File: config.mk
export PLATFORM = sky130hd
export DESIGN_NAME = stack_core
export DESIGN_NICKNAME = d
export VERILOG_FILES = /design/src/logic/core_pkg.sv /design/src/logic/lifo_stack.sv /design/src/logic/fetch_unit.sv /design/src/logic/instr_decoder.sv /design/src/logic/alu.sv /design/src/logic/acc_path.sv /design/src/logic/stack_core.sv
export SDC_FILE = /design/constraint.sdc
export NUM_CORES = 1
export LEC_CHECK = 0
export ABC_AREA = 1
export BUFFER_PORTS_ARGS = -buffer_cell sky130_fd_sc_hd__buf_4
export CELL_PAD_IN_SITES_DETAIL_PLACEMENT = 0
export CELL_PAD_IN_SITES_GLOBAL_PLACEMENT = 1
export CORE_MARGIN = 3
export CORE_UTILIZATION = 45
export CTS_BUF_LIST = sky130_fd_sc_hd__clkbuf_4
export CTS_CLUSTER_DIAMETER = 40
export DETAILED_ROUTE_END_ITERATION = 12
export GPL_ROUTABILITY_DRIVEN = 0
export PLACE_DENSITY = 0.89
export SYNTH_ARGS = -nofsm -noshare
export SYNTH_HDL_FRONTEND = slang
export SYNTH_HIERARCHICAL = 1
export SYNTH_SLANG_ARGS = --single-unit
File: constraint.sdc
create_clock -name clk -period 5.85 [get_ports clk]
set_clock_uncertainty 0.05 [all_clocks]
set_input_delay 1.17 -clock clk [delete_from_list [all_inputs] [get_ports clk]]
set_output_delay 1.17 -clock clk [all_outputs]
set_load 0.05 [all_outputs]
File: src/logic/core_pkg.sv
// Shared widths, word types and encodings for the stack processor core.
// Every RTL module that needs a type or an opcode imports this package.
`default_nettype none

package core_pkg;

	// ------------------------------------------------------------------------
	// Widths
	// ------------------------------------------------------------------------
	localparam int DATA_W    = 16;
	localparam int IADDR_W   = 9;
	localparam int DADDR_W   = 9;
	localparam int PORT_W    = 3;
	localparam int OPCODE_W  = 7;
	localparam int OPERAND_W = 9;
	localparam int INSTR_W   = OPCODE_W + OPERAND_W;

	// Stack sizes in entries
	localparam int DATA_DEPTH = 16;
	localparam int CALL_DEPTH = 8;

	// ------------------------------------------------------------------------
	// Word types
	// ------------------------------------------------------------------------
	typedef logic signed [DATA_W-1:0] data_t;
	typedef logic [IADDR_W-1:0]       iaddr_t;
	typedef logic [DADDR_W-1:0]       daddr_t;
	typedef logic [PORT_W-1:0]        port_t;
	typedef logic [OPERAND_W-1:0]     operand_t;
	// Opcode in the top bits, operand in the low bits
	typedef logic [INSTR_W-1:0]       instr_t;

	// ------------------------------------------------------------------------
	// Encodings
	// ------------------------------------------------------------------------
	// Opcodes 8..11 and 16 upward are free and execute as NOP
	typedef enum logic [OPCODE_W-1:0] {
		OP_NOP = 7'd0,
		OP_LDC = 7'd1,
		OP_LOD = 7'd2,
		OP_SET = 7'd3,
		OP_INN = 7'd4,
		OP_OUT = 7'd5,
		OP_ALU = 7'd6,
		OP_HLT = 7'd7,
		OP_JMP = 7'd12,
		OP_JIZ = 7'd13,
		OP_CAL = 7'd14,
		OP_RET = 7'd15
	} opcode_e;

	// ALU operation, taken from operand[3:0] of the ALU opcode
	typedef enum logic [3:0] {
		ALU_ADD, ALU_SUB, ALU_AND, ALU_ORR, ALU_XOR, ALU_SHL,
		ALU_SHR, ALU_LES, ALU_EQU, ALU_NEG, ALU_INV
	} alu_op_e;

	// Source of the next accumulator value
	typedef enum logic [2:0] {
		SRC_KEEP, SRC_CONST, SRC_MEM, SRC_IO, SRC_ALU, SRC_POP
	} acc_src_e;

endpackage

`default_nettype wire

File: src/logic/lifo_stack.sv
// Register-array LIFO stack with a combinational top output.
// Serves as the call stack and as the data stack of the core.
`default_nettype none

module lifo_stack #(
	parameter int WIDTH = 16,
	parameter int DEPTH = 16
) (
	input  wire logic             clk,
	input  wire logic             rst,
	input  wire logic             push,
	input  wire logic             pop,
	input  wire logic [WIDTH-1:0] din,
	output logic      [WIDTH-1:0] top
);

	localparam int PTR_W = (DEPTH > 1) ? $clog2(DEPTH) : 1;

	// Entry storage
	logic [WIDTH-1:0] mem [DEPTH];

	// Pointer to the next free entry
	logic [PTR_W-1:0] ptr;
	logic [PTR_W-1:0] top_idx;

	always_ff @(posedge clk or posedge rst) begin
		if (rst) begin
			ptr <= '0;
		end else if (push) begin
			ptr <= ptr + PTR_W'(1);
		end else if (pop) begin
			ptr <= ptr - PTR_W'(1);
		end
	end

	// Write at the free slot
	always_ff @(posedge clk) begin
		if (push) begin
			mem[ptr] <= din;
		end
	end

	// Top is the last written entry
	assign top_idx = ptr - PTR_W'(1);
	assign top     = mem[top_idx];

endmodule

`default_nettype wire

File: src/logic/fetch_unit.sv
// Program counter with next-address selection and the subroutine call stack.
// The decoder steers it with branch, call, ret and hold.
`default_nettype none

module fetch_unit
	import core_pkg::*;
(
	input  wire logic   clk,
	input  wire logic   rst,
	input  wire logic   branch,
	input  wire logic   call,
	input  wire logic   ret,
	input  wire logic   hold,
	input  wire iaddr_t target,
	output iaddr_t      pc
);

	iaddr_t pc_inc;
	iaddr_t pc_next;
	iaddr_t ret_addr;

	assign pc_inc = pc + IADDR_W'(1);

	// ------------------------------------------------------------------------
	// Call stack
	// ------------------------------------------------------------------------
	// Return address is the word after the CAL
	lifo_stack #(
		.WIDTH(IADDR_W),
		.DEPTH(CALL_DEPTH)
	) call_stack_i (
		.clk (clk),
		.rst (rst),
		.push(call),
		.pop (ret),
		.din (pc_inc),
		.top (ret_addr)
	);

	// ------------------------------------------------------------------------
	// Next address
	// ------------------------------------------------------------------------
	always_comb begin
		if (hold) begin
			pc_next = pc;
		end else if (ret) begin
			pc_next = ret_addr;
		end else if (branch || call) begin
			pc_next = target;
		end else begin
			pc_next = pc_inc;
		end
	end

	// Restart from address 0
	always_ff @(posedge clk or posedge rst) begin
		if (rst) begin
			pc <= '0;
		end else begin
			pc <= pc_next;
		end
	end

endmodule

`default_nettype wire

File: src/logic/instr_decoder.sv
// Combinational instruction decoder of the core.
// Maps the opcode to ALU, stack, accumulator, memory, I/O and branch controls.
`default_nettype none

module instr_decoder
	import core_pkg::*;
(
	input  wire logic   rst,
	input  wire instr_t instr,
	input  wire logic   acc_zero,
	output alu_op_e     alu_op,
	output acc_src_e    acc_src,
	output logic        push,
	output logic        pop,
	output logic        mem_wr,
	output logic        req_in,
	output logic        out_en,
	output logic        branch,
	output logic        call,
	output logic        ret,
	output logic        hold
);

	opcode_e opcode;

	assign opcode = opcode_e'(instr[INSTR_W-1 -: OPCODE_W]);
	// ALU operation sits in the low operand bits
	assign alu_op = alu_op_e'(instr[3:0]);

	always_comb begin
		// Defaults give a NOP
		acc_src = SRC_KEEP;
		push    = 1'b0;
		pop     = 1'b0;
		mem_wr  = 1'b0;
		req_in  = 1'b0;
		out_en  = 1'b0;
		branch  = 1'b0;
		call    = 1'b0;
		ret     = 1'b0;
		hold    = 1'b0;

		// Nothing strobes while in reset
		if (!rst) begin
			case (opcode)
				OP_LDC: begin
					push    = 1'b1;
					acc_src = SRC_CONST;
				end
				OP_LOD: begin
					push    = 1'b1;
					acc_src = SRC_MEM;
				end
				// Store acc, then refill it from the stack
				OP_SET: begin
					mem_wr  = 1'b1;
					pop     = 1'b1;
					acc_src = SRC_POP;
				end
				OP_INN: begin
					req_in  = 1'b1;
					push    = 1'b1;
					acc_src = SRC_IO;
				end
				OP_OUT: begin
					out_en  = 1'b1;
					pop     = 1'b1;
					acc_src = SRC_POP;
				end
				OP_ALU: begin
					acc_src = SRC_ALU;
					// Two-input ops consume the second-of-stack
					if (alu_op <= ALU_EQU) begin
						pop = 1'b1;
					end
				end
				OP_HLT: hold = 1'b1;
				OP_JMP: branch = 1'b1;
				// JIZ pops nothing so acc stays for the next test
				OP_JIZ: branch = acc_zero;
				OP_CAL: call = 1'b1;
				OP_RET: ret = 1'b1;
				// NOP and unused codes keep the defaults
				default: ;
			endcase
		end
	end

endmodule

`default_nettype wire

File: src/logic/alu.sv
// Combinational integer ALU of the core.
// Combines the second-of-stack with the accumulator, or acts on acc alone.
`default_nettype none

module alu
	import core_pkg::*;
(
	input  wire alu_op_e op,
	input  wire data_t   nos,
	input  wire data_t   acc,
	output data_t        result
);

	// Shift amount from the low acc bits
	logic [3:0] shamt;

	assign shamt = acc[3:0];

	always_comb begin
		case (op)
			// ----------------------------------------------------------------
			// Arithmetic
			// ----------------------------------------------------------------
			ALU_ADD: result = nos + acc;
			ALU_SUB: result = nos - acc;
			ALU_NEG: result = -acc;

			// ----------------------------------------------------------------
			// Bitwise
			// ----------------------------------------------------------------
			ALU_AND: result = nos & acc;
			ALU_ORR: result = nos | acc;
			ALU_XOR: result = nos ^ acc;
			ALU_INV: result = ~acc;

			// Logical shifts, zero fill
			ALU_SHL: result = nos << shamt;
			ALU_SHR: result = data_t'($unsigned(nos) >> shamt);

			// ----------------------------------------------------------------
			// Compares
			// ----------------------------------------------------------------
			// Signed compare, 1 or 0
			ALU_LES: result = (nos < acc) ? data_t'(1) : data_t'(0);
			ALU_EQU: result = (nos == acc) ? data_t'(1) : data_t'(0);

			// Unused codes leave acc as is
			default: result = acc;
		endcase
	end

endmodule

`default_nettype wire

File: src/logic/acc_path.sv
// Accumulator register with its next-value select and the data stack.
// The accumulator is the stack top, so a push saves the old acc below it.
`default_nettype none

module acc_path
	import core_pkg::*;
(
	input  wire logic     clk,
	input  wire logic     rst,
	input  wire acc_src_e acc_src,
	input  wire logic     push,
	input  wire logic     pop,
	input  wire operand_t operand,
	input  wire data_t    mem_data,
	input  wire data_t    io_in,
	input  wire data_t    alu_result,
	output data_t         acc,
	output data_t         nos
);

	data_t const_ext;
	data_t acc_next;

	// Constant from the operand, sign extended
	assign const_ext = {{(DATA_W - OPERAND_W){operand[OPERAND_W-1]}}, operand};

	// ------------------------------------------------------------------------
	// Data stack
	// ------------------------------------------------------------------------
	lifo_stack #(
		.WIDTH(DATA_W),
		.DEPTH(DATA_DEPTH)
	) data_stack_i (
		.clk (clk),
		.rst (rst),
		.push(push),
		.pop (pop),
		.din (acc),
		.top (nos)
	);

	// ------------------------------------------------------------------------
	// Accumulator
	// ------------------------------------------------------------------------
	always_comb begin
		case (acc_src)
			SRC_CONST: acc_next = const_ext;
			SRC_MEM:   acc_next = mem_data;
			SRC_IO:    acc_next = io_in;
			SRC_ALU:   acc_next = alu_result;
			SRC_POP:   acc_next = nos;
			default:   acc_next = acc;
		endcase
	end

	always_ff @(posedge clk or posedge rst) begin
		if (rst) begin
			acc <= '0;
		end else begin
			acc <= acc_next;
		end
	end

endmodule

`default_nettype wire

File: src/logic/stack_core.sv
// Top level of the single-cycle stack processor core.
// Connects fetch, decoder, ALU and accumulator path to memory and I/O ports.
`default_nettype none

module stack_core
	import core_pkg::*;
(
	input  wire logic   clk,
	input  wire logic   rst,
	// Instruction memory, async read
	input  wire instr_t instr,
	output iaddr_t      instr_addr,
	// Data memory
	output logic        mem_wr,
	output daddr_t      mem_addr,
	input  wire data_t  mem_data_in,
	output data_t       mem_data_out,
	// Input port
	input  wire data_t  io_in,
	output logic        req_in,
	output port_t       addr_in,
	// Output port
	output logic        out_en,
	output port_t       addr_out,
	output data_t       io_out
);

	operand_t operand;
	alu_op_e  alu_op;
	acc_src_e acc_src;
	logic     push;
	logic     pop;
	logic     branch;
	logic     call;
	logic     ret;
	logic     hold;
	data_t    acc;
	data_t    nos;
	data_t    alu_result;

	// Operand feeds branch target, memory address and both ports
	assign operand      = instr[OPERAND_W-1:0];
	assign mem_addr     = operand[DADDR_W-1:0];
	assign addr_in      = operand[PORT_W-1:0];
	assign addr_out     = operand[PORT_W-1:0];
	assign mem_data_out = acc;
	assign io_out       = acc;

	// ------------------------------------------------------------------------
	// Fetch and decode
	// ------------------------------------------------------------------------
	fetch_unit fetch_i (
		.clk   (clk),
		.rst   (rst),
		.branch(branch),
		.call  (call),
		.ret   (ret),
		.hold  (hold),
		.target(operand[IADDR_W-1:0]),
		.pc    (instr_addr)
	);

	instr_decoder dec_i (
		.rst     (rst),
		.instr   (instr),
		.acc_zero(acc == '0),
		.alu_op  (alu_op),
		.acc_src (acc_src),
		.push    (push),
		.pop     (pop),
		.mem_wr  (mem_wr),
		.req_in  (req_in),
		.out_en  (out_en),
		.branch  (branch),
		.call    (call),
		.ret     (ret),
		.hold    (hold)
	);

	// ------------------------------------------------------------------------
	// Execute
	// ------------------------------------------------------------------------
	alu alu_i (
		.op    (alu_op),
		.nos   (nos),
		.acc   (acc),
		.result(alu_result)
	);

	acc_path acc_i (
		.clk       (clk),
		.rst       (rst),
		.acc_src   (acc_src),
		.push      (push),
		.pop       (pop),
		.operand   (operand),
		.mem_data  (mem_data_in),
		.io_in     (io_in),
		.alu_result(alu_result),
		.acc       (acc),
		.nos       (nos)
	);

endmodule

`default_nettype wire

# Yosys cells after proc, flatten, opt, wreduce, memory -nomap -nowiden
# Memory sizes are Yosys's and may differ from the RTL's.
# Index checks and enable logic that the tools add are counted.
# W data, S select, Z words.
[word_totals] reg_bits=32 ramBits=328 inputBits=50 output_inout_bits=59 wordCells=94 n_memories=2
[op_classes] n_addsub=8 order_cmp=2 eq_ne=28 shifts=2 muxes=35 n_bitwise=4 reduce_logical=9
[mem_list] name="acc_i.data_stack_i.mem" depth=16 word_bits=16 rd=1 rd_clocked_by_memory_dff=0 wr=1 line="lifo_stack.sv:20" source="logic [WIDTH-1:0] mem [DEPTH];"
[mem_list] name="fetch_i.call_stack_i.mem" depth=8 word_bits=9 rd=1 rd_clocked_by_memory_dff=0 wr=1 line="lifo_stack.sv:20"
[op_table] cell="$pmux W16 S11" n=1
[op_table] cell="$pmux W16 S5" n=1
[op_table] cell="$eq A7 B3 Y1 const B" n=4
[op_table] cell="$eq A7 B4 Y1 const B" n=4
[op_table] cell="$mux W1" n=23
[op_table] cell="$mux W9" n=2
[op_table] cell="$add A16 B16 Y16" n=1
[op_table] cell="$and A16 B16 Y16" n=1
[op_table] cell="$eq A16 B16 Y1" n=1
[op_table] cell="$eq A4 B3 Y1 const B" n=4
[op_table] cell="$logic_not A16 Y1" n=1
[op_table] cell="$lt A16 B16 Y1" n=1
[op_table] cell="$neg A16 Y16" n=1
[op_table] cell="$not A16 Y16" n=1
[op_table] cell="$or A16 B16 Y16" n=1
[op_table] cell="$shl A16 B4 Y16" n=1
[op_table] cell="$shr A16 B4 Y16" n=1
[op_table] cell="$sub A16 B16 Y16" n=1
[op_table] cell="$xor A16 B16 Y16" n=1
[op_table] cell="$pmux W3 S5" n=1
[op_table] cell="$eq A7 B2 Y1 const B" n=2
[op_table] cell="$eq A4 B4 Y1 const B" n=3
[op_table] cell="$ne A12 B12 Y1 const B" n=1
[op_table] cell="$add A9 B1 Y9 const B" n=1
[op_table] cell="21 further kinds" n=29

# Depth between registers and ports, before layout
[depth] ltp_word=7 mapped_depth=31 depth_no_buf=28

# Cells and area by module
# The synthesis kept the hierarchy.
[by_module_without_submodules] mod="lifo_stack at acc_i.data_stack_i" instances=1 cells_per_inst=1093 area_each_um2=11317.1 seq_area_each_um2=7787.5
[by_module_without_submodules] mod="alu" instances=1 cells_per_inst=976 area_each_um2=4870.9 seq_area_each_um2=0.0
[by_module_without_submodules] mod="lifo_stack at fetch_i.call_stack_i" instances=1 cells_per_inst=348 area_each_um2=3402.0 seq_area_each_um2=2237.1
[by_module_without_submodules] mod="acc_path" instances=1 cells_per_inst=237 area_each_um2=1416.4 seq_area_each_um2=400.4
[by_module_without_submodules] mod="fetch_unit" instances=1 cells_per_inst=115 area_each_um2=789.5 seq_area_each_um2=225.2
[by_module_without_submodules] mod="stack_core" instances=1 cells_per_inst=58 area_each_um2=336.6 seq_area_each_um2=0.0
[by_module_without_submodules] mod="instr_decoder" instances=1 cells_per_inst=54 area_each_um2=257.7 seq_area_each_um2=0.0

# Least setup slack after synthesis
# OpenSTA, ideal clock, no wires.
[synth_timing] path_kind="register to register" from="register acc_i.data_stack_i.ptr[0]" to="register acc_i.acc[0]" arrival_time_ns=3.650 path_slack_ns=2.083 path_stages_with_launch=31 path_buffers=3 period_less_slack_ns=3.767 path_cell_list="dfrtp_1 > inv_2 > buf_2 > buf_2 > ha_1 > inv_2 > clkbuf_1 > nand3_1 > nand3_1 > nand3_1 > nand2_1 > inv_1 > ha_1 > fa_1 > inv_1 > nand2_1 > nand2_1 > nand2_1 > nand2_1 > nand2_1 > nand2_1 > nand2_1 > nand2_1 > nand2_1 > a21oi_1 > nand3_1 > nand2_1 > inv_1 > nand3_1 > nand2_1 > nand2_1"
[synth_between] elab_chain_cells=6 elab_cells_between_ends=15 classes_between="3 x add/sub; 1 x order compare; 1 x eq/ne; 2 x shift; 4 x mux; 3 x bitwise; 1 x memory"
[synth_rtl] element="start, declared" line="lifo_stack.sv:23" source="logic [PTR_W-1:0] ptr;"
[synth_rtl] element="start signal, assigned" line="lifo_stack.sv:30" source="ptr <= ptr + PTR_W'(1);"
[synth_rtl] element="start signal, assigned" line="lifo_stack.sv:32" source="ptr <= ptr - PTR_W'(1);"
[synth_rtl] element="$sub A4 B1 Y4 *" line="lifo_stack.sv:44" source="assign top_idx = ptr - PTR_W'(1);"
[synth_rtl] element="$mem_v2 Z16 W16 *"
[synth_rtl] element="named net nos[0]" line="stack_core.sv:38" source="data_t nos;"
[synth_rtl] element="$lt A16 B16 Y1 or $eq A16 B16 Y1 (tied branches)" line="alu.sv:44, alu.sv:45"
[synth_rtl] element="$mux W1, on equally long branches" line="alu.sv:44, alu.sv:45"
[synth_rtl] element="$pmux W16 S11 *" line="alu.sv:20" source="case (op)"
[synth_rtl] element="named net alu_result[0]" line="stack_core.sv:39" source="data_t alu_result;"
[synth_rtl] element="$pmux W16 S5 *" line="acc_path.sv:46" source="case (acc_src)"
[synth_rtl] element="end signal, assigned" line="acc_path.sv:60" source="acc <= acc_next;"
[synth_rtl] element="end, declared" line="acc_path.sv:17" source="output data_t acc,"
# Mark *: on every way through the listed nets, which the timed path passes. The rest lies on a longest branch.
# A chain may end at the register's enable or synchronous reset.

# Worst setup path in the final report
[layout_timing] from="register acc_i.data_stack_i.ptr[0]" to="register acc_i.acc[15]"
[layout_between] elab_chain_cells=5 elab_cells_between_ends=11 classes_between="3 x add/sub; 2 x shift; 2 x mux; 3 x bitwise; 1 x memory"
[layout_rtl] element="$sub A4 B1 Y4 *" line="lifo_stack.sv:44"
[layout_rtl] element="$mem_v2 Z16 W16 *"
[layout_rtl] element="named net nos[7]" line="stack_core.sv:38"
[layout_rtl] element="$sub A16 B16 Y16 (tied with other cells)" line="alu.sv:25" source="ALU_SUB: result = nos - acc;"
[layout_rtl] element="$pmux W16 S11 *" line="alu.sv:20"
[layout_rtl] element="named net alu_result[15]" line="stack_core.sv:39"
[layout_rtl] element="$pmux W16 S5 *" line="acc_path.sv:46"
# Marks and branches as above.

==> reports/results.txt <==
For the count of clock tree sinks, the log shows 360. Summing the areas of all and, or, nand and nor instances in the mapped netlist gives 32.4% of the synthesized area. The floorplan row count was 81; the cell area after technology mapping was 0.0224 mm². Post-CTS resize count: 0. Counting flops with a built-in enable in the synthesized netlist gives 328.

After routing, the total negative slack on setup checks comes to 0 ps. The compound-gate portion of the synthesized area was 3.76%; the width of the chip was 229 µm. The number of buffers inserted for hold repair after clock tree synthesis is 0. The mux cell area share after synthesis is 0%, and the global route total overflow is 0.

Each instance of the synthesized netlist takes up on average 7.77 µm². The H-tree depth came out at 3. The sequential-to-total area share from yosys stat is 47.6%, and the area of all placed cells without fillers is 0.0247 mm². The die is 229 µm tall.

Data on the critical path arrives at its endpoint at 5890 ps. The first global-routing pass estimated 107000 µm of wire. The critical path in this run is classified as flip-flop to flip-flop. The starting density of the core is 45.6%, and the post-CTS setup repair buffer count is 0. Headroom to the max-slew limit came out at 17.7%. The library cell used most frequently in the layout, excluding fill and tap cells, is nand2_1.

The tools report the fraction of the core area covered by cells at the end of the flow as 50.4%. The post-place instance area came out at 0.0235 mm². In this run the worst hold path is classified as input port to async pin. The number of nets handed over by synthesis was 2991. Setup violations remaining at the end of the flow were counted as 0. At the end of the flow, the number of nets in the layout was 3099. Global routing used 26.2% of the available tracks across all layers. In this run, synthesis produced a sequential element count of 360.

Final routed wire length divided by cell count: 18.7 µm. For the maximum clock insertion buffer count, the log shows 3. TritonCTS built the clock tree. The run gives 2 as the initial antenna violation count. Pin count of the biggest net entering global routing: 132.

Summed over all cells, the static leakage comes to 11.7 nW. For the maximum ir drop on the vdd rail, the log shows 0.477 mV. For this design the top-level I/O count stands at 109. The wire length reported by the detailed router was 69800 µm; the reported max-cap violation count was 0.

Summed over all nets, the half-perimeter wirelength after detailed placement is 47200 µm. Compared with the post-synthesis result, the final layout area differs by 10.4%. The achievable frequency is 0.193 GHz, and the count of yosys warnings during synthesis is 6. Of all nets on the critical path, the largest fanout is 40. The category of the worst setup path launch point was a flip-flop.

After detailed routing, the number of remaining DRC violations is 0. Floorplan core area: 0.0491 mm². Setup repair after global routing left no endpoint under its margin. The flow ran to the end, and the final reports show no timing, DRC or antenna violations. The clock insertion delay at the later pin of the skew report is 870 ps. Data on the critical path is required at its endpoint by 6550 ps. After layout, the minimum clock period comes to 5190 ps. The final cycle utilization of the critical path was 88.7%; the count of port buffers added during placement was 108. The number of hold-slack violations in the final timing report was 0; the clock slew seen by the registers of the worst setup and hold paths was 80 ps.

Leaving out fill and tap cells, the most frequent cells in the layout are 897 x nand2_1, 450 x inv_1, 436 x nand3_1. The worst setup path is captured at a flip-flop. The first TritonRoute pass finished after 9 iterations.

Of all flip-flops after synthesis, the portion carrying an async set or reset was 8.89%. The largest family of logic cells by synthesized area is simple AND/OR/NAND/NOR gates. The floorplan step defined a die boundary enclosing 0.0525 mm². The tree is rooted in a clkbuf_4. The count of distinct cell types in the synthesized netlist is 52, and the iteration-0 DRC count of the detailed router is 2069. Counting every instance in the synthesized netlist gives 2881.

Once detail routing completed, the nets flagged for antenna violations numbered 0. The final-report max-slew violation count was 0. In this run the power density over the cells is 611 mW/mm².

Number of global-route vias before repair: 19300. In the synthesized netlist the dominant register cell turns out to be edfxtp_1. The pin slew with the least headroom to its limit came out at 1230 ps. Summing the areas of all xor and xnor instances in the mapped netlist gives 0.453% of the synthesized area.

The number of buffers inserted during clock tree synthesis is 98, and the share of layout cells above drive strength 1 is 13.7%. Dividing the detail-routed via count by the number of cells gives 5.35. For this block, the via count after detailed routing is 19900. Summing the areas of all fa, ha and maj instances in the mapped netlist gives 3.42% of the synthesized area.
==> cells in the mapped netlist, types with 3 or more instances <==
cell type  count  area [µm²]
nand3_1      436        2180
xor2_1         5        43.8
nand4_1       27         169
edfxtp_1     328        9850
ha_1          58         726
buf_1          3        11.3
and2_1         3        18.8
nor2_4         8        90.1
buf_6         12         135
dfrtp_1       32         801
a21oi_1       66         330
nor3_1        14        70.1
buf_4         54         405
buf_2         62         310
clkbuf_8       3        41.3
o21ai_1       12        60.1
o22ai_1       11        68.8
o211ai_1       8        60.1
nor3_2         3        30.0
nand2_4        3        33.8
nand3_2        8        80.1
o21ai_0       35         175
nand2_2       20         125
nor2_2        15        93.8
inv_2         24        90.1
nand2_1      897        3370
a21oi_2        6        52.6
nor2_1       229         860
clkbuf_1      14        52.6
inv_1        450        1690
o21bai_1       6        45.0
==> path summary, 6_finish.rpt <==
path	start	end	slack, ps	cells after the start
setup / recovery	acc_i/data_stack_i/ptr[0]	acc_i/acc[15]	660	22
hold / removal	rst	fetch_i/call_stack_i/ptr[1]	250	2
setup reg to reg	acc_i/data_stack_i/ptr[0]	acc_i/acc[15]	660	22
hold reg to reg	fetch_i/pc[8]	fetch_i/pc[8]	550	2
max in group asynchronous	rst	acc_i/acc[1]	4660	2
min in group clk	fetch_i/pc[8]	fetch_i/pc[8]	550	2
==> kinds of logic (layout without fill, tap and decap cells) <==
group | Yosys count | in the layout
adder cells (fa/ha/maj) | 60 | 60
XOR/XNOR | 9 | 9
AO/OA/AOI/OAI | 150 | 150
buffers and inverters | 627 | 802
other | 0 | 5
flip-flops | 360 | 360
AND/OR/NAND/NOR | 1675 | 1675
==> report_power, final <==
part / total, W / switching [W] / internal, W
logic: 0.00954 / 0.00696 / 0.00258
clock network: 0.00227 / 0.00106 / 0.00122
registers: 0.00330 / 0.000139 / 0.00316
total: 0.0151 / 0.00816 / 0.00696
==> critical path: stages (launching register included) <==
cell and delay [ps]:
dfrtp_4 700, inv_4 80, ha_2 340, buf_4 430
buf_4 410, nand3_1 120, nand3_1 90, nand3_1 80
nand2_1 410, inv_1 100, ha_1 470, nor2_1 280
nand2_1 160, nor4_1 380, nand2_1 230, nand2_1 100
nand2_1 50, nand3_1 60, nand4_1 110, nand3_1 120
nand2_1 80, nor2_1 100, a21oi_1 60
==> layer usage <==
metal / GRT usage [%] / routed length [µm] / up-vias
met5: 0 / 0 / -
met4: 12.4 / 3000 / 0
met3: 5.51 / 6800 / 201
met2: 41.3 / 31700 / 1026
met1: 34.5 / 28300 / 9269
li1: - / - / 9437
==> cell type report <==
cell class                 count  area, µm²
sequential                   360      10700
tap                          664        831
fill                        4728      24300
antenna                        5       12.5
multi-input combinational   1894       8980
clock buffer                 145       1090
inverter                     478       1800
timing repair buffer         157       1190
clock inverter                22        158
==> state kept, by name (all words and copies together) (netlist names) <==
name / count
acc_i/data_stack_i/mem: 256
fetch_i/call_stack_i/mem: 72
acc_i/acc: 16
fetch_i/pc: 9
acc_i/data_stack_i/ptr: 4
fetch_i/call_stack_i/ptr: 3
==> metrics by stage <==
step / power [W] / hold WS, ps / setup WS, ps / instances
floorplan: 0.00995 / 497 / 2080 / 2881
global placement: 0.0125 / 520 / 873 / 3553
detailed placement: 0.0126 / 533 / 862 / 3553
CTS: 0.0149 / 176 / 860 / 3720
global route: 0.0161 / 161 / 337 / 3725
finish: 0.0151 / 254 / 662 / 3725
Note: power is estimated with default switching activity, not from simulation.
